[src/design/bridge_pkg.sv]
// shared widths, host register map and bus structs for the host-to-AXI4-Lite bridge
// every block refers to these by scoped name
`default_nettype none

package bridge_pkg;

  // sizes ------------------------------
  localparam int unsigned BYTECNT_W   = 2;
  localparam int unsigned REG_IDX_W   = 3;
  localparam int unsigned HOST_ADDR_W = REG_IDX_W + BYTECNT_W;
  localparam int unsigned CMD_DEPTH   = 4;
  // 64 words, byte addresses 0..255
  localparam int unsigned SRAM_WORDS  = 64;

  // plain vectors
  typedef logic [HOST_ADDR_W-1:0] host_addr_t;
  typedef logic [7:0]             byte_t;
  typedef logic [31:0]            addr_t;
  typedef logic [31:0]            data_t;
  typedef logic [3:0]             strb_t;
  typedef logic [1:0]             resp_t;

  // register map -----------------------
  localparam logic [REG_IDX_W-1:0] REG_ADDR   = 3'd0;
  localparam logic [REG_IDX_W-1:0] REG_WDATA  = 3'd1;
  localparam logic [REG_IDX_W-1:0] REG_CMD    = 3'd2;
  localparam logic [REG_IDX_W-1:0] REG_STATUS = 3'd3;
  localparam logic [REG_IDX_W-1:0] REG_RDATA  = 3'd4;

  // command byte, strobe field in bits 7:4
  localparam int unsigned CMD_WRITE_BIT = 0;
  localparam int unsigned CMD_STRB_LSB  = 4;

  // status byte
  localparam int unsigned ST_BUSY   = 0;
  localparam int unsigned ST_FULL   = 1;
  localparam int unsigned ST_ERR    = 2;
  localparam int unsigned ST_RVALID = 3;

  localparam resp_t RESP_OKAY   = 2'd0;
  localparam resp_t RESP_SLVERR = 2'd2;

  // structs ----------------------------
  typedef struct packed {
    logic  write;
    strb_t strb;
    addr_t addr;
    data_t wdata;
  } cmd_t;

  typedef struct packed {
    logic  valid;
    logic  err;
    data_t rdata;
  } rsp_t;

  typedef struct packed {
    logic  awvalid;
    addr_t awaddr;
    logic  wvalid;
    data_t wdata;
    strb_t wstrb;
    logic  bready;
    logic  arvalid;
    addr_t araddr;
    logic  rready;
  } axil_req_t;

  typedef struct packed {
    logic  awready;
    logic  wready;
    logic  bvalid;
    resp_t bresp;
    logic  arready;
    logic  rvalid;
    data_t rdata;
    resp_t rresp;
  } axil_rsp_t;

endpackage

`default_nettype wire

[src/design/cmd_fifo.sv]
// command buffer between the host registers and the bus master
// circular buffer, head entry shown while not empty, pop by the master
`timescale 1ns/1ns
`default_nettype none

module cmd_fifo (
  input  logic             heep_clk,
  input  logic             rst_n_i,
  input  logic             push_i,
  input  bridge_pkg::cmd_t cmd_i,
  input  logic             pop_i,
  output bridge_pkg::cmd_t head_o,
  output logic             full_o,
  output logic             empty_o
);

  localparam int unsigned PTR_W = $clog2(bridge_pkg::CMD_DEPTH);
  localparam int unsigned CNT_W = $clog2(bridge_pkg::CMD_DEPTH + 1);

  bridge_pkg::cmd_t mem_q [bridge_pkg::CMD_DEPTH];
  logic [PTR_W-1:0] wr_ptr_q;
  logic [PTR_W-1:0] rd_ptr_q;
  logic [CNT_W-1:0] count_q;

  // entry storage
  always_ff @(posedge heep_clk) begin
    if (push_i)
      mem_q[wr_ptr_q] <= cmd_i;
  end

  always_ff @(posedge heep_clk or negedge rst_n_i) begin
    if (!rst_n_i) begin
      wr_ptr_q <= '0;
      rd_ptr_q <= '0;
      count_q  <= '0;
    end else begin
      if (push_i)
        wr_ptr_q <= (wr_ptr_q == PTR_W'(bridge_pkg::CMD_DEPTH - 1)) ? '0 : wr_ptr_q + 1'b1;
      if (pop_i)
        rd_ptr_q <= (rd_ptr_q == PTR_W'(bridge_pkg::CMD_DEPTH - 1)) ? '0 : rd_ptr_q + 1'b1;
      // push and pop together leave the count
      case ({push_i, pop_i})
        2'b10:   count_q <= count_q + 1'b1;
        2'b01:   count_q <= count_q - 1'b1;
        default: count_q <= count_q;
      endcase
    end
  end

  assign head_o  = mem_q[rd_ptr_q];
  assign full_o  = (count_q == CNT_W'(bridge_pkg::CMD_DEPTH));
  assign empty_o = (count_q == '0);

  a_no_push_full: assert property (@(posedge heep_clk) disable iff (!rst_n_i)
    full_o |-> !push_i);
  a_no_pop_empty: assert property (@(posedge heep_clk) disable iff (!rst_n_i)
    empty_o |-> !pop_i);

endmodule

`default_nettype wire

[config.mk]
export PLATFORM = sky130hd
export DESIGN_NAME = cmd_fifo
export DESIGN_NICKNAME = d
export VERILOG_FILES = /design/src/design/bridge_pkg.sv /design/src/design/cmd_fifo.sv
export SDC_FILE = /design/constraint.sdc
export NUM_CORES = 1
export LEC_CHECK = 0
export ABC_AREA = 1
export BUFFER_PORTS_ARGS = -buffer_cell sky130_fd_sc_hd__buf_2
export CAP_MARGIN = 20
export CELL_PAD_IN_SITES_DETAIL_PLACEMENT = 0
export CELL_PAD_IN_SITES_GLOBAL_PLACEMENT = 1
export CORE_ASPECT_RATIO = 1.25
export CORE_MARGIN = 3
export CORE_UTILIZATION = 51
export DETAILED_ROUTE_END_ITERATION = 12
export PLACE_DENSITY_LB_ADDON = 0.1
export SLEW_MARGIN = 20
export SYNTH_ARGS = -nofsm -noshare
export SYNTH_HDL_FRONTEND = slang
export SYNTH_SLANG_ARGS = --single-unit
[constraint.sdc]
create_clock -name heep_clk -period 6.75 [get_ports heep_clk]
set_clock_uncertainty 0.2 [all_clocks]
set_input_delay 1.0125 -clock heep_clk [delete_from_list [all_inputs] [get_ports heep_clk]]
set_output_delay 1.0125 -clock heep_clk [all_outputs]
set_load 0.01 [all_outputs]
==> metrics.txt <==
power share of the sequential group=0.435; gr usage total=0.1727; htree depth=1; fraction of registers with async set/reset=0.02473; R2R setup slack=4360 ps; Mapped Cells=859; Final Cycle Share=0.6061; PortBufs=143; Crit path largest cell delay=700 ps; final hold vios=0; max cap viols=0; DR vias/cell=5.004; Final Instance Area=13300 um2; Num Clock Sinks=283; Vias=6500; wire per inst=16.48 um; Worst-path clk slew=60 ps; TritonCTS buffer count=28; count leader, synth=edfxtp_1; drt total wl=21.41 mm; diodes inserted=0; drt pass-1 iters=4; status=finished, final reports clean; Slowest cell on crit path=dfrtp_4; Int Power=3632 uW; minimum clock period=4092 ps; synthesis-stage register bit count=283; global route overflow=0; Final GP Congestion=0.7199; area grow syn2layout=13.61%; post-synthesis cell type count=21; Yosys warnings=0; worst setup path class=reg -> out; initial core utilization=0.5216; max-slew violations=0; switching pwr=1825 uW; Worst EP required=5540 ps; I/O Pins=144; DIE HEIGHT=175.4 um; fmax=244.4 MHz; Critical path buffers and inverters=3; Reg2Reg Depth=5; combinational power share=0.305; synth cell count leaders=276 x edfxtp_1, 220 x nand2_1, 151 x inv_1; Die Width=141.5 um; main area contributors after synthesis=edfxtp_1 71%, nand2_1 7.1%, o211ai_1 5.7%; syn avg cell area=13.63 um2; ANT nets after route=0; dominant cell type by area after synthesis=edfxtp_1; Max FO, Critical Path=41; EDFF count, synth=276; actual slew at the worst max-slew pin=1082 ps; Final #Nets=1074; worst r2r dst=mem_q[0][55]$_DFFE_PP_; crit path DAT=2880 ps; CP startpoint kind=flop; syn nets=939; die area=24820 um2; PostCTS Resize Cnt=0; Synth Cell Area=11700 um2; first-pass GRT wire length=34.14 mm; worst r2r src=wr_ptr_q[0]$_DFFE_PN0P_; clock buffer depth=3; post-placement cell area=12450 um2; RSZ-0062 raised after global routing=no; Post-route DRC=0; dpl hpwl=12.14 mm; vias in the first global route=6368; Synth Flop Type=edfxtp_1; DR iter-0 viols=380; LEAKAGE=0.005452 uW; Post-CTS Setup Repair Bufs=0; setup TNS=0 ps; total core area=22440 um2; critical path's top delay family=buffers and inverters; Worst VDD drop=0.0002592 V; fillers=1837; Worst-Skew Late Latency=520 ps; headroom to the max-slew limit=0.2788; initial antenna violation count=2; Synth top area share=0.7081; hold buffer count at cts=0; largest net degree at the start of global routing=156; pwr dens=410.4 nW/um2; HP Class=in -> async; root buffer cell=clkbuf_16; cell row count=61; share of cells above drive strength 1=0.2411; Seq/Total Area, Yosys=0.7230; sw frac=0.3344; final setup fails=0; Critical Path End Type=primary output; CP cell instances=inv_2, buf_4, o211ai_1, nand2_1, buf_2; CTS tree=yes; clock network power share=0.260
==> sequential cells by signal, summed over array words and instances (netlist names) <==
name	flops
wr_ptr_q	2
rd_ptr_q	2
mem_q	276
count_q	3
==> worst max path at each step <==
stage	end	cells past startpoint	start
2_1_floorplan	mem_q[0][0]$_DFFE_PP_	3	push_i
3_3_place_gp	head_o[17]	5	rd_ptr_q[1]$_DFFE_PN0P_
3_5_place_dp	head_o[59]	5	rd_ptr_q[1]$_DFFE_PN0P_
4_1_cts	head_o[32]	5	rd_ptr_q[1]$_DFFE_PN0P_
5_1_grt	head_o[66]	6	rd_ptr_q[0]$_DFFE_PN0P_
6_report	head_o[19]	5	rd_ptr_q[1]$_DFFE_PN0P_
==> cell type report <==
type | instances | area (um2) | area share
inverters | 153 | 586.8 | 0.04413
multi-input cells | 377 | 2265 | 0.1703
well taps | 283 | 354.1 | 0.02663
clock buffers | 41 | 800.8 | 0.06022
repair buffers | 151 | 775.7 | 0.05834
flip-flops and latches | 283 | 8467 | 0.6367
clock inverters | 11 | 48.80 | 0.003670
==> logic make-up after synthesis <==
kind of cell,Yosys count,share of synthesized area
adder cells (fa/ha/maj),7,0.008124
buffers and inverters,199,0.08348
AND/OR/NAND/NOR,226,0.07301
AO/OA/AOI/OAI,143,0.1116
XOR/XNOR,1,0.0007484
flip-flops,283,0.7230
==> routing by layer <==
metal  vias to the layer above  share of wire  global-route usage  wire, um
met5                         -        0.00089                   0        19
met4                         4          0.016             0.03920       352
met3                        28          0.051             0.03268      1101
met2                       133           0.50              0.2983     10640
met1                      3080           0.43              0.2290      9298
li1                       3255              -                   -         -
==> per-stage QoR <==
| step | setup slack, ps | power, uW | hold WS, ps | instances | util |
|---|---|---|---|---|---|
| final | 2658 | 5458 | 121.5 | 1299 | 0.5926 |
| after global routing | 2431 | 5819 | 109.2 | 1299 | 0.5926 |
| after CTS | 2583 | 5554 | 104.5 | 1299 | 0.5926 |
| after detailed placement | 3156 | 4126 | 296.7 | 1247 | 0.5548 |
| after global placement | 3148 | 4110 | 280.6 | 1247 | 0.5548 |
| after floorplan | 3463 | 3630 | 263.1 | 859 | - |
==> power by group through the flow <==
stage | sequential (uW) | combinational, uW | clock (uW)
2_1_floorplan | 2360 | 1270 | 0
3_3_place_gp | 2410 | 1700 | 0
3_5_place_dp | 2420 | 1710 | 0
4_1_cts | 2380 | 1710 | 1460
5_1_grt | 2400 | 1880 | 1540
6_report | 2370 | 1660 | 1420
==> layout by cell type (no fill, tap or decap), drive strengths merged <==
cell type,Yosys,final
o21ai,5,5
buf,38,151
nand2,220,220
ha,6,6
fa,1,1
o211ai,138,138
clkbuf,8,41
edfxtp,276,276
dfrtp,7,7
nand3,1,1
clkinv,0,15
inv,153,149
nand4,1,1
xnor2,1,1
nor2,2,2
nor3,2,2
Note: power is estimated with default switching activity, not from simulation.
