**config.mk**
```make
export PLATFORM = sky130hd
export DESIGN_NAME = host_regs
export DESIGN_NICKNAME = d
export VERILOG_FILES = /design/src/design/bridge_pkg.sv /design/src/design/host_regs.sv
export SDC_FILE = /design/constraint.sdc
export NUM_CORES = 1
export LEC_CHECK = 0
export BUFFER_PORTS_ARGS = -buffer_cell sky130_fd_sc_hd__clkbuf_2
export CORE_MARGIN = 10
export CORE_UTILIZATION = 55
export DETAILED_ROUTE_END_ITERATION = 16
export GPL_TIMING_DRIVEN = 1
export PLACE_DENSITY = 0.81
export RECOVER_POWER = 100
export SLEW_MARGIN = 20
export SYNTH_ARGS = -nofsm -noshare
export SYNTH_HDL_FRONTEND = slang
export SYNTH_SLANG_ARGS = --single-unit
```
**constraint.sdc**
```tcl
create_clock -name heep_clk -period 2.2 [get_ports heep_clk]
set_input_delay 0.11 -clock heep_clk [delete_from_list [all_inputs] [get_ports heep_clk]]
set_output_delay 0.11 -clock heep_clk [all_outputs]
set_load 0.02 [all_outputs]
```
**src/design/bridge_pkg.sv**
```systemverilog
// shared widths, host register map and bus structs for the host-to-AXI4-Lite bridge
// every block refers to these by scoped name
`default_nettype none

package bridge_pkg;

  // sizes ------------------------------
  localparam int unsigned BYTECNT_W   = 2;
  localparam int unsigned REG_IDX_W   = 3;
  localparam int unsigned HOST_ADDR_W = REG_IDX_W + BYTECNT_W;
  localparam int unsigned CMD_DEPTH   = 4;
  // 64 words, byte addresses 0..255
  localparam int unsigned SRAM_WORDS  = 64;

  // plain vectors
  typedef logic [HOST_ADDR_W-1:0] host_addr_t;
  typedef logic [7:0]             byte_t;
  typedef logic [31:0]            addr_t;
  typedef logic [31:0]            data_t;
  typedef logic [3:0]             strb_t;
  typedef logic [1:0]             resp_t;

  // register map -----------------------
  localparam logic [REG_IDX_W-1:0] REG_ADDR   = 3'd0;
  localparam logic [REG_IDX_W-1:0] REG_WDATA  = 3'd1;
  localparam logic [REG_IDX_W-1:0] REG_CMD    = 3'd2;
  localparam logic [REG_IDX_W-1:0] REG_STATUS = 3'd3;
  localparam logic [REG_IDX_W-1:0] REG_RDATA  = 3'd4;

  // command byte, strobe field in bits 7:4
  localparam int unsigned CMD_WRITE_BIT = 0;
  localparam int unsigned CMD_STRB_LSB  = 4;

  // status byte
  localparam int unsigned ST_BUSY   = 0;
  localparam int unsigned ST_FULL   = 1;
  localparam int unsigned ST_ERR    = 2;
  localparam int unsigned ST_RVALID = 3;

  localparam resp_t RESP_OKAY   = 2'd0;
  localparam resp_t RESP_SLVERR = 2'd2;

  // structs ----------------------------
  typedef struct packed {
    logic  write;
    strb_t strb;
    addr_t addr;
    data_t wdata;
  } cmd_t;

  typedef struct packed {
    logic  valid;
    logic  err;
    data_t rdata;
  } rsp_t;

  typedef struct packed {
    logic  awvalid;
    addr_t awaddr;
    logic  wvalid;
    data_t wdata;
    strb_t wstrb;
    logic  bready;
    logic  arvalid;
    addr_t araddr;
    logic  rready;
  } axil_req_t;

  typedef struct packed {
    logic  awready;
    logic  wready;
    logic  bvalid;
    resp_t bresp;
    logic  arready;
    logic  rvalid;
    data_t rdata;
    resp_t rresp;
  } axil_rsp_t;

endpackage

`default_nettype wire

```
**src/design/host_regs.sv**
```systemverilog
// byte-wide host register file
// collects address and write data, pushes a command on the command byte write,
// and holds read data and status for the host to read back
`timescale 1ns/1ns
`default_nettype none

module host_regs (
  input  logic                   heep_clk,
  input  logic                   rst_n_i,
  input  bridge_pkg::host_addr_t host_addr_i,
  input  bridge_pkg::byte_t      host_wdata_i,
  input  logic                   host_wr_i,
  input  logic                   host_rd_i,
  output bridge_pkg::byte_t      host_rdata_o,
  input  logic                   fifo_full_i,
  input  logic                   fifo_empty_i,
  input  logic                   master_busy_i,
  input  bridge_pkg::rsp_t       rsp_i,
  output logic                   push_o,
  output bridge_pkg::cmd_t       cmd_o
);

  // buffer entries plus the one in the master
  localparam int unsigned PEND_W = $clog2(bridge_pkg::CMD_DEPTH + 2);

  logic [bridge_pkg::REG_IDX_W-1:0] reg_idx;
  logic [bridge_pkg::BYTECNT_W-1:0] byte_idx;
  logic                             cmd_wr;
  logic                             cmd_is_read;
  bridge_pkg::addr_t                addr_q;
  bridge_pkg::data_t                wdata_q;
  bridge_pkg::byte_t                cmd_q;
  bridge_pkg::data_t                rdata_q;
  bridge_pkg::byte_t                host_rdata_q;
  logic                             err_q;
  logic                             rvalid_q;
  // one bit per outstanding command, bit 0 oldest, 1 = read
  logic [bridge_pkg::CMD_DEPTH:0]   kind_q, kind_d;
  logic [PEND_W-1:0]                pend_q, pend_d;
  bridge_pkg::data_t                status_w;
  bridge_pkg::data_t                rd_word;

  assign reg_idx  = host_addr_i[bridge_pkg::HOST_ADDR_W-1:bridge_pkg::BYTECNT_W];
  assign byte_idx = host_addr_i[bridge_pkg::BYTECNT_W-1:0];

  // command fires on byte 0 of the command register
  assign cmd_wr      = host_wr_i && (reg_idx == bridge_pkg::REG_CMD) && (byte_idx == '0);
  assign cmd_is_read = !host_wdata_i[bridge_pkg::CMD_WRITE_BIT];
  assign push_o      = cmd_wr && !fifo_full_i;

  assign cmd_o.write = host_wdata_i[bridge_pkg::CMD_WRITE_BIT];
  assign cmd_o.strb  = host_wdata_i[bridge_pkg::CMD_STRB_LSB +: $bits(bridge_pkg::strb_t)];
  assign cmd_o.addr  = addr_q;
  assign cmd_o.wdata = wdata_q;

  // response kind tracking --------------
  always_comb begin
    kind_d = kind_q;
    pend_d = pend_q;
    if (rsp_i.valid) begin
      kind_d = kind_d >> 1;
      pend_d = pend_d - 1'b1;
    end
    if (push_o) begin
      kind_d[pend_d] = cmd_is_read;
      pend_d         = pend_d + 1'b1;
    end
  end

  // register writes ---------------------
  always_ff @(posedge heep_clk or negedge rst_n_i) begin
    if (!rst_n_i) begin
      addr_q   <= '0;
      wdata_q  <= '0;
      cmd_q    <= '0;
      rdata_q  <= '0;
      err_q    <= 1'b0;
      rvalid_q <= 1'b0;
      kind_q   <= '0;
      pend_q   <= '0;
    end else begin
      kind_q <= kind_d;
      pend_q <= pend_d;
      if (host_wr_i && reg_idx == bridge_pkg::REG_ADDR)
        addr_q[byte_idx*8 +: 8] <= host_wdata_i;
      if (host_wr_i && reg_idx == bridge_pkg::REG_WDATA)
        wdata_q[byte_idx*8 +: 8] <= host_wdata_i;
      if (cmd_wr)
        cmd_q <= host_wdata_i;
      // host write-one-to-clear of the error flag
      if (host_wr_i && reg_idx == bridge_pkg::REG_STATUS && byte_idx == '0 &&
          host_wdata_i[bridge_pkg::ST_ERR])
        err_q <= 1'b0;
      // overflow or bus error, set wins over clear
      if ((cmd_wr && fifo_full_i) || (rsp_i.valid && rsp_i.err))
        err_q <= 1'b1;
      if (rsp_i.valid && kind_q[0]) begin
        rdata_q <= rsp_i.rdata;
        if (!rsp_i.err)
          rvalid_q <= 1'b1;
      end
      // new read makes the old data stale
      if (push_o && cmd_is_read)
        rvalid_q <= 1'b0;
    end
  end

  // status and read mux -----------------
  always_comb begin
    status_w                        = '0;
    status_w[bridge_pkg::ST_BUSY]   = !fifo_empty_i || master_busy_i;
    status_w[bridge_pkg::ST_FULL]   = fifo_full_i;
    status_w[bridge_pkg::ST_ERR]    = err_q;
    status_w[bridge_pkg::ST_RVALID] = rvalid_q;
    case (reg_idx)
      bridge_pkg::REG_ADDR:   rd_word = addr_q;
      bridge_pkg::REG_WDATA:  rd_word = wdata_q;
      bridge_pkg::REG_CMD:    rd_word = {24'd0, cmd_q};
      bridge_pkg::REG_STATUS: rd_word = status_w;
      bridge_pkg::REG_RDATA:  rd_word = rdata_q;
      default:                rd_word = '0;
    endcase
  end

  always_ff @(posedge heep_clk or negedge rst_n_i) begin
    if (!rst_n_i)
      host_rdata_q <= '0;
    else if (host_rd_i)
      host_rdata_q <= rd_word[byte_idx*8 +: 8];
  end

  assign host_rdata_o = host_rdata_q;

  // host bus strobes are exclusive
  a_wr_rd_excl: assert property (@(posedge heep_clk) disable iff (!rst_n_i)
    !(host_wr_i && host_rd_i));

  // every response from the master matches a pushed command
  a_rsp_pending: assert property (@(posedge heep_clk) disable iff (!rst_n_i)
    rsp_i.valid |-> pend_q != '0);

endmodule

`default_nettype wire

```
==> metrics.cfg <==
[synth]
synth.top_cell.area_share = 0.507
synth_xor_area_frac = 0.00872
async_flop_share = 1.00
synth_cell_types = 55
syn_nets = 623
ys_ff_latch = 122
ys.warnings.count = 0
synth-simple-area-share = 0.134
synth_top_family_by_area = compound AO/OA/AOI/OAI gates
synth_area_mm2 = 0.00602
synth_area_leader_cell = dfrtp_1
ys_seq_area_frac = 0.507
synth_fa_ha_area_frac = 0.0125
synthCells = 563
synthMuxAreaShare = 0.128
synth_compound_area_frac = 0.167
synth.top_cells.by_area = dfrtp_1 (51%), mux2_2 (9.2%), nand2_1 (6.7%)
synth_enable_flop_cells = 0
dominantRegCellSynth = dfrtp_1
syn_avg_cell_area_um2 = 10.7

[setup_path]
r2r_slack_ps = 250
slowest_delay_ps = 980
critPathCaptureType = register
reg2reg_depth = 6
path_delay_family = buffers and inverters
timing.rr.start = pend_q[0]
cp_num_cells = 6
crit_path_top_delay_cell = clkbuf_1
reg2reg_to = kind_q[2]
required_ps = 2600
cp_cell_sequence = clkbuf_1, nor2b_2, clkbuf_2, a221o_1, a32oi_1, o21ai_0
critical_path_class = in -> reg
critPathLaunchType = input port
critPathBufInv = 2
cp.arrival_ps = 2470
crit_fanout = 22

[timing]
fin_skew_ps = 7.67
slew-limit-headroom = -0.264
setup_tns_ps = 0
clock.fmax_mhz = 482
drv_slew = 29
min_period_over_period = 0.944
hold_viol_final = 0
layout_min_cycle_time_ps = 2080
tightest_slew_ps = 1900
setup_viol = 0
rsz0062_at_grt = no

[grt]
busiest_layer = met2
grt_use_met1 = 0.285
grt_pass1_vias = 5431
met3_usage = 0.0809
grt_max_degree = 59
grtUsageMet2 = 0.397
antenna_found_initial = 0
grt_pass1_wl_um = 29900
grt_overflow = 0
grtUsageTotal = 0.241

[floorplanning]
start_util = 0.558
dieArea_mm2 = 0.0155
die_y_um = 125
core_mm2 = 0.0108
chipWidth_um = 125
io_pins = 132
core.rowCount = 38

[route]
routedWlPerCell_um = 21.3
drcViolationCount = 0
drt_iter0_drc = 569
viasPerCell = 6.00
wl_um = 19000
dr.pass1.iters = 6
ant_nets = 0
vias = 5335

[clock_network]
cts_buffers = 17
ctsResizeCount = 0
postCtsHoldBufs = 44
cts_htree_levels = 4
cts_setup_buffers = 0
cts_tree = done
cts.clk_slew.worst_paths_ps = 50
cts_root_buffer = clkbuf_8
clock_path_buffers = 2
clock_sinks = 122
clock_latency_ps = 530

[worst_hold_path]
hp-start = host_addr_i[2]
hold_depth = 4
worst_hold_path.endpoint = err_q
hold_path.class = in -> reg

[pwr]
p_leak_nw = 3.34
power.total_mw = 6.32
pwr_density_cell_mw_per_mm2 = 829
vdd_drop_max_mv = 0.569

[place]
dp_hpwl_um = 13200
dpl_cell_area_mm2 = 0.00683
gp_congestion = 0.918
io_buffer_count = 131

[layout]
diodes = 0
final_common_cell = dfrtp_1
fin_area_mm2 = 0.00763
layout-drive-gt1-share = 0.196
syn_to_final_growth_pct = 26.6
final_nets = 797
final_cell_mix = dfrtp_1 (122), nand2_1 (109), clkbuf_1 (90), o21ai_0 (60), clkbuf_2 (53)
nFillCells = 805

[outcome]
outcome = complete, but fails checks
violations = capacitance limit, slew limit

[run]
max-cap-violations = 1

state kept, by name (all words and copies together) (netlist names):
name          cells
rdata_q          32
wdata_q          32
err_q             1
addr_q           32
host_rdata_o      8
rvalid_q          1
pend_q            3
kind_q            5
cmd_q             8
through the flow:
| step | utilization | setup slack, ps | instances | hold slack (ps) |
|---|---|---|---|---|
| final | 0.707 | 124 | 889 | 56.6 |
| after global routing | 0.707 | 80.9 | 889 | 93.2 |
| after CTS | 0.719 | 297 | 889 | 24.1 |
| after detailed placement | 0.633 | 306 | 814 | 82.2 |
| after global placement | 0.633 | 340 | 814 | 76.3 |
| after floorplan | - | 280 | 563 | -186 |
area by class of cell:
type,count,area (um^2),area share
clock inverter,3,15.0,0.00197
sequential,122,3050,0.400
tap,140,175,0.0230
clock buffer,28,475,0.0623
inverter,14,52.6,0.00689
timing repair buffer,193,1160,0.152
multi-input combinational,389,2700,0.353
kinds of logic (layout without fill, tap and decap cells):
kind of cell               count (synthesis)  after routing
buffers and inverters                     52            238
and+or+nand+nor                          162            162
adders and majority gates                  6              6
DFF                                      122            122
muxes                                     71             71
AOI/OAI and AO/OA                        144            144
xor gates and xnor gates                   6              6
worst max path at each step:
stage | from | to | slack, ps
2_1_floorplan | host_addr_i[0] | kind_q[2] | 280
3_3_place_gp | pend_q[0] | kind_q[1] | 340
3_5_place_dp | pend_q[0] | kind_q[2] | 310
4_1_cts | pend_q[0] | kind_q[2] | 300
5_1_grt | host_addr_i[4] | host_rdata_o[0] | 80
6_report | host_addr_i[4] | host_rdata_o[2] | 120
tightest hold or removal path: cells and delay by family:
family                 cells  cell delay, ps
buffers and inverters      1             190
AOI/OAI and AO/OA          1              90
and+or+nand+nor            2             150
layer usage:
metal  vias to the layer above  wire (um)
met2                       289       9450
met5                         -          0
met1                      2603       7410
met4                         0        532
li1                       2395          -
met3                        48       1590
cell usage after synthesis, drive strengths merged (6+ instances only):
master	count
nand2b	9
a221o	9
o21ai	60
mux2i	21
nand2	109
mux2	50
a22oi	8
o221ai	7
clkbuf	6
ha	6
a22o	8
o2bb2ai	17
nand3	7
o211ai	6
dfrtp	122
buf	32
inv	14
report_power, final:
group	switching (mW)	internal [mW]
registers	0.206	2.52
logic	0.712	0.527
clock network	0.930	1.43
total	1.85	4.47
Power figures use the tool's default switching activity.
