<file path="src/design/bridge_pkg.sv">
// shared widths, host register map and bus structs for the host-to-AXI4-Lite bridge
// every block refers to these by scoped name
`default_nettype none

package bridge_pkg;

  // sizes ------------------------------
  localparam int unsigned BYTECNT_W   = 2;
  localparam int unsigned REG_IDX_W   = 3;
  localparam int unsigned HOST_ADDR_W = REG_IDX_W + BYTECNT_W;
  localparam int unsigned CMD_DEPTH   = 4;
  // 64 words, byte addresses 0..255
  localparam int unsigned SRAM_WORDS  = 64;

  // plain vectors
  typedef logic [HOST_ADDR_W-1:0] host_addr_t;
  typedef logic [7:0]             byte_t;
  typedef logic [31:0]            addr_t;
  typedef logic [31:0]            data_t;
  typedef logic [3:0]             strb_t;
  typedef logic [1:0]             resp_t;

  // register map -----------------------
  localparam logic [REG_IDX_W-1:0] REG_ADDR   = 3'd0;
  localparam logic [REG_IDX_W-1:0] REG_WDATA  = 3'd1;
  localparam logic [REG_IDX_W-1:0] REG_CMD    = 3'd2;
  localparam logic [REG_IDX_W-1:0] REG_STATUS = 3'd3;
  localparam logic [REG_IDX_W-1:0] REG_RDATA  = 3'd4;

  // command byte, strobe field in bits 7:4
  localparam int unsigned CMD_WRITE_BIT = 0;
  localparam int unsigned CMD_STRB_LSB  = 4;

  // status byte
  localparam int unsigned ST_BUSY   = 0;
  localparam int unsigned ST_FULL   = 1;
  localparam int unsigned ST_ERR    = 2;
  localparam int unsigned ST_RVALID = 3;

  localparam resp_t RESP_OKAY   = 2'd0;
  localparam resp_t RESP_SLVERR = 2'd2;

  // structs ----------------------------
  typedef struct packed {
    logic  write;
    strb_t strb;
    addr_t addr;
    data_t wdata;
  } cmd_t;

  typedef struct packed {
    logic  valid;
    logic  err;
    data_t rdata;
  } rsp_t;

  typedef struct packed {
    logic  awvalid;
    addr_t awaddr;
    logic  wvalid;
    data_t wdata;
    strb_t wstrb;
    logic  bready;
    logic  arvalid;
    addr_t araddr;
    logic  rready;
  } axil_req_t;

  typedef struct packed {
    logic  awready;
    logic  wready;
    logic  bvalid;
    resp_t bresp;
    logic  arready;
    logic  rvalid;
    data_t rdata;
    resp_t rresp;
  } axil_rsp_t;

endpackage

`default_nettype wire

</file>
<file path="src/design/axil_sram.sv">
// AXI4-Lite scratch memory standing in for the microcontroller memory
// fixed latency, byte strobes, SLVERR outside the word range
`timescale 1ns/1ns
`default_nettype none

module axil_sram (
  input  logic                  heep_clk,
  input  logic                  rst_n_i,
  input  bridge_pkg::axil_req_t axi_req_i,
  output bridge_pkg::axil_rsp_t axi_rsp_o
);

  localparam int unsigned IDX_W = $clog2(bridge_pkg::SRAM_WORDS);

  bridge_pkg::data_t mem_q [bridge_pkg::SRAM_WORDS];
  logic              aw_ack_q;
  logic              ar_ack_q;
  logic              bvalid_q;
  logic              rvalid_q;
  bridge_pkg::resp_t bresp_q;
  bridge_pkg::resp_t rresp_q;
  bridge_pkg::data_t rdata_q;
  logic              wr_fire;
  logic              rd_fire;
  logic              wr_in_range;
  logic              rd_in_range;
  logic [IDX_W-1:0]  wr_idx;
  logic [IDX_W-1:0]  rd_idx;

  // word addressing, low two bits dropped
  assign wr_idx      = axi_req_i.awaddr[2 +: IDX_W];
  assign rd_idx      = axi_req_i.araddr[2 +: IDX_W];
  assign wr_in_range = (axi_req_i.awaddr[31:2] < bridge_pkg::SRAM_WORDS);
  assign rd_in_range = (axi_req_i.araddr[31:2] < bridge_pkg::SRAM_WORDS);

  // handshake cycles
  assign wr_fire = aw_ack_q && axi_req_i.awvalid && axi_req_i.wvalid;
  assign rd_fire = ar_ack_q && axi_req_i.arvalid;

  always_ff @(posedge heep_clk or negedge rst_n_i) begin
    if (!rst_n_i) begin
      aw_ack_q <= 1'b0;
      ar_ack_q <= 1'b0;
      bvalid_q <= 1'b0;
      rvalid_q <= 1'b0;
      bresp_q  <= bridge_pkg::RESP_OKAY;
      rresp_q  <= bridge_pkg::RESP_OKAY;
      rdata_q  <= '0;
      for (int i = 0; i < bridge_pkg::SRAM_WORDS; i++)
        mem_q[i] <= '0;
    end else begin
      // ready one cycle after both valids
      aw_ack_q <= axi_req_i.awvalid && axi_req_i.wvalid && !aw_ack_q && !bvalid_q;
      ar_ack_q <= axi_req_i.arvalid && !ar_ack_q && !rvalid_q;
      if (bvalid_q && axi_req_i.bready)
        bvalid_q <= 1'b0;
      if (rvalid_q && axi_req_i.rready)
        rvalid_q <= 1'b0;
      if (wr_fire) begin
        bvalid_q <= 1'b1;
        bresp_q  <= wr_in_range ? bridge_pkg::RESP_OKAY : bridge_pkg::RESP_SLVERR;
        if (wr_in_range) begin
          for (int b = 0; b < $bits(bridge_pkg::strb_t); b++) begin
            if (axi_req_i.wstrb[b])
              mem_q[wr_idx][b*8 +: 8] <= axi_req_i.wdata[b*8 +: 8];
          end
        end
      end
      if (rd_fire) begin
        rvalid_q <= 1'b1;
        rresp_q  <= rd_in_range ? bridge_pkg::RESP_OKAY : bridge_pkg::RESP_SLVERR;
        // out of range reads as zero
        rdata_q  <= rd_in_range ? mem_q[rd_idx] : '0;
      end
    end
  end

  always_comb begin
    axi_rsp_o.awready = aw_ack_q;
    axi_rsp_o.wready  = aw_ack_q;
    axi_rsp_o.bvalid  = bvalid_q;
    axi_rsp_o.bresp   = bresp_q;
    axi_rsp_o.arready = ar_ack_q;
    axi_rsp_o.rvalid  = rvalid_q;
    axi_rsp_o.rdata   = rdata_q;
    axi_rsp_o.rresp   = rresp_q;
  end

  // single outstanding transaction from the master
  a_b_r_excl: assert property (@(posedge heep_clk) disable iff (!rst_n_i)
    !(bvalid_q && rvalid_q));

endmodule

`default_nettype wire

</file>
<file path="config.mk">
export PLATFORM = sky130hd
export DESIGN_NAME = axil_sram
export DESIGN_NICKNAME = d
export VERILOG_FILES = /design/src/design/bridge_pkg.sv /design/src/design/axil_sram.sv
export SDC_FILE = /design/constraint.sdc
export NUM_CORES = 2
export LEC_CHECK = 0
export BUFFER_PORTS_ARGS = -buffer_cell sky130_fd_sc_hd__buf_2
export CORE_MARGIN = 4
export CORE_UTILIZATION = 28
export DETAILED_ROUTE_END_ITERATION = 12
export SLEW_MARGIN = 20
export SYNTH_ARGS = -nofsm -noshare
export SYNTH_HDL_FRONTEND = slang
export SYNTH_SLANG_ARGS = --single-unit
</file>
<file path="constraint.sdc">
create_clock -name heep_clk -period 3.3 [get_ports heep_clk]
set_clock_uncertainty 0.05 [all_clocks]
set_input_delay 0 -clock heep_clk [delete_from_list [all_inputs] [get_ports heep_clk]]
set_output_delay 0 -clock heep_clk [all_outputs]
set_load 0.02 [all_outputs]
</file>
==> results list <==
- Final-stage net count: 6,686
* Post-route DRC violation count: 0
* Total half-perimeter wirelength after legalization and detailed placement: 200,300 µm
- Cell breakdown of the critical path: dlygate4sd3_1, buf_8, inv_6, nor2_2, buf_4, a22oi_1, nand3_1, nand3_1, dlygate4sd3_1, o21ai_1, dlygate4sd3_1
- In the final layout, the share of cells above drive strength 1 is 52.90%.
* Die Height: 593.8 µm
- CTS tree: built
- Post-synth top area share: 54.33%
* Met3 Routed Length: 21,240 µm
- Avg Vias per Cell: 5.119
* Hold violation total from the final report: 0
* Detailed-route wire length on metal 1: 128,600 µm
* Synth area leaders: dfrtp_1 (54%), mux2_2 (24%), mux4_2 (9.4%)
- Averaged over all synthesized cells, the footprint is 15.33 µm².
- Post-place setup slack: 0.08298 ns
- Critical Path End Type: flip-flop
- Total routed wirelength: 298,800 µm
- From left edge to right edge, the die measures 593.8 µm.
- Headroom to the max-slew limit came out at 18.47%.
* Worst-path fanout max: 28
- Seq cells post-synth: 2,086
- Fill cells in the final layout number 32,930.
- Routed length on met2: 137,900 µm
* Overall die area: 0.3526 mm²
- In this run the standard cell core region covers 0.3409 mm².
- Summed over all layers, the global routing overflow is 0.
- Worst vdd ir: 0.0004589 V
- dfrtp_1 takes more of the synthesized area than any other cell.
- For this design the top-level I/O count stands at 148.
- Area of the mapped netlist: 0.09608 mm²
- Longest Clk Path Bufs: 3
- The library cells used most frequently in the layout, excluding fill and tap cells, are dfrtp_1 (2,086), mux2_2 (2,068), mux4_2 (403), buf_4 (285), mux2i_1 (260).
- The worst setup path is launched from a primary input.
- Data on the critical path arrives at its endpoint at 3.98 ns.
- Leaving out fill and tap cells, the most frequent cell in the layout is dfrtp_1.
* Antenna-violating nets left: 0
- Clock latency on the worst-skew pair: 0.89 ns
- Std cell rows: 214
* Cell at the root of the clock tree: clkbuf_16
* Starting utilization of the core area: 28.19%
- Largest net degree at the start of global routing: 153
* Leak: 52.84 nW
* Overall routing resource usage: 16.62%
* CP max stage cell: nor2_2
- The first global-routing pass estimated 439,600 µm of wire.
* RSZ-0062 raised after global routing: false
- The H-tree generated during clock tree synthesis spans 4 levels.
* Post-DR wirelength/cell: 26.40 µm
- Slew Limit Fails: 0
- The congestion estimate from routability-driven global placement came to 0.8402.
- The run finished with clean final reports.
* Final-layout setup total negative slack: 0 ns
- For this block, the initial DRC count from the detailed router was 4,576.
- Setup violations remaining at the end of the flow were counted as 0.
* 1st-pass router iterations: 8
* Total of warnings raised by yosys: 0
- Min Tclk post-route: 3.202 ns
- Highest metal layer with signal wires: met5
- Data required time at the worst endpoint: 4.08 ns
- Summing over every cut layer, the via total after detailed routing is 57,930.
- Growth of design area from synthesis to finish: 16.27%
- The number of clock buffers added by TritonCTS is 221.
* Fraction of synthesis flops using an asynchronous set or reset pin: 100.0%
- Top FF cell, synth: dfrtp_1
- Across all setup checks in the final design, the least slack found is 0.09802 ns.
- Overall power: 0.05422 W
* Number of enable flip-flop cells after synthesis: 0
- Dividing total power by cell area gives a power density of 485.3 mW/mm².
- The largest single stage delay on the critical path is 0.64 ns.
- The worst path uses 97.03% of the clock period.
- Vias in the first global route: 61,810
- In this design, the critical path's most frequently occurring cell is dlygate4sd3_1.
* Clock transition at the register clock pins on the worst setup and hold paths after CTS: 0.07 ns
- At the pin with the least slew margin, the transition time is 1.222 ns.
- The setup path with the least slack is of type in -> reg.
* Count of unique library cells instantiated by Yosys: 55
- Cell family contributing the most delay on the critical path: buffers and inverters
- Clock tree synthesis found a total of 2,086 sinks.
- Input and output buffers added on the ports amount to 141.
- The tool flagged a number of max-cap violations equal to 0.
* WP buf/inv: 6
- The initial antenna violation count was 19.
- Gate count after technology mapping: 6,267
- Portion of the post-synthesis area used by sequential elements: 54.33%
- Maximum clock frequency: 312.3 MHz
- The worst hold path belongs to the class in -> reg.
-- state kept, by name, summed over array words and instances, names as in the netlist --
signal,flops
ar_ack_q,1
aw_ack_q,1
bresp_q,1
bvalid_q,1
mem_q,2048
rdata_q,32
rresp_q,1
rvalid_q,1
-- power breakdown --
group          internal [W]  leakage (nW)  switching, W
clock network        0.0148          3.74        0.0109
logic              0.000787          20.0       0.00213
registers            0.0256          29.1    0.00000488
total                0.0412          52.8        0.0130
-- kinds of logic (layout without fill, tap and decap cells) --
family / count (synthesis) / count (layout) / synth area share (%)
flops: 2086 / 2086 / 54.33
simple gates: 551 / 551 / 3.064
compound gates: 405 / 405 / 3.008
mux: 2749 / 2749 / 36.88
buf+inv: 475 / 977 / 2.714
other cells: 1 / 14 / 0.003903
-- what timing repair did --
action / in CTS / in global routing
endpoints found under the setup margin: 0 / 3
endpoints found under the hold margin: 3187 / 320
resized for setup: 0 / 0
setup buffers: 0 / 4
hold buffers: 72 / 5
-- cells in the mapped netlist, types with 6 or more instances --
cell / n
dfrtp_1: 2086
mux2_2: 2068
mux4_2: 403
clkbuf_1: 265
mux2i_1: 260
nor2_2: 181
nand2_1: 151
a221oi_1: 92
buf_2: 73
o21ai_0: 69
a21oi_1: 58
nor2_1: 47
buf_1: 43
nand2_2: 40
buf_4: 35
nand3_1: 26
a22oi_1: 23
buf_6: 23
a2bb2oi_1: 20
o22ai_1: 20
a22o_1: 19
o21ai_1: 19
mux4_1: 18
or2_2: 18
buf_12: 16
buf_8: 15
nor4_1: 14
nand2b_1: 12
nor3_1: 12
a31oi_1: 11
o211ai_1: 11
and2_1: 10
and3_1: 9
a221o_1: 8
a32oi_1: 8
nor2b_1: 8
o21a_1: 8
a211oi_1: 7
nand4_1: 7
o221ai_1: 6
-- worst register-to-register path, delay by kind of cell, from the launching register on --
family | cells | cell delay (ns)
buffers and inverters | 2 | 1.10
multiplexers | 1 | 0.47
AO/OA/AOI/OAI | 2 | 0.45
flip-flops | 1 | 0.38
AND/OR/NAND/NOR | 2 | 0.29
-- worst paths after layout --
path / from / to / slack [ns] / cells after the start
max in group asynchronous: rst_n_i / mem_q[1938] / 1.71 / 4
min in group asynchronous: rst_n_i / mem_q[1449] / 0.54 / 4
hold reg to reg: rdata_q[14] / rdata_q[14] / 0.42 / 2
setup reg to reg: mem_q[1465] / rdata_q[25] / 0.48 / 7
setup / recovery: axi_req_i[4] / rdata_q[25] / 0.1 / 11
hold / removal: axi_req_i[36] / mem_q[648] / 0.04 / 5
-- through the flow --
step / cells / utilization (%) / area (µm²) / hold WS (ns)
after CTS: 11300 / 32.73 / 111600 / 0.0004624
after floorplan: 6268 / - / 96090 / -0.3456
final: 11320 / 32.78 / 111700 / 0.04103
after global placement: 10810 / 30.29 / 103200 / -0.06750
after detailed placement: 10810 / 30.29 / 103300 / -0.06142
after global routing: 11320 / 32.77 / 111700 / 0.01694
-- layout make-up --
cell class	instances	area, µm²	share of cell area [%]
diodes	12	30.03	0.02688
multi-input cells	3707	41360	37.02
clock buffers	319	6369	5.700
flip-flops and latches	2086	52200	46.72
inverters	5	26.28	0.02352
clock inverters	95	1199	1.073
repair buffers	558	4867	4.357
well taps	4536	5675	5.080
-- layer usage --
| layer | track usage (%) | vias up |
|---|---|---|
| li1 | - | 24010 |
| met1 | 22.01 | 31760 |
| met2 | 26.22 | 1651 |
| met3 | 4.540 | 512 |
| met4 | 5.681 | 6 |
| met5 | 0.2299 | - |
Power figures use the tool's default switching activity.
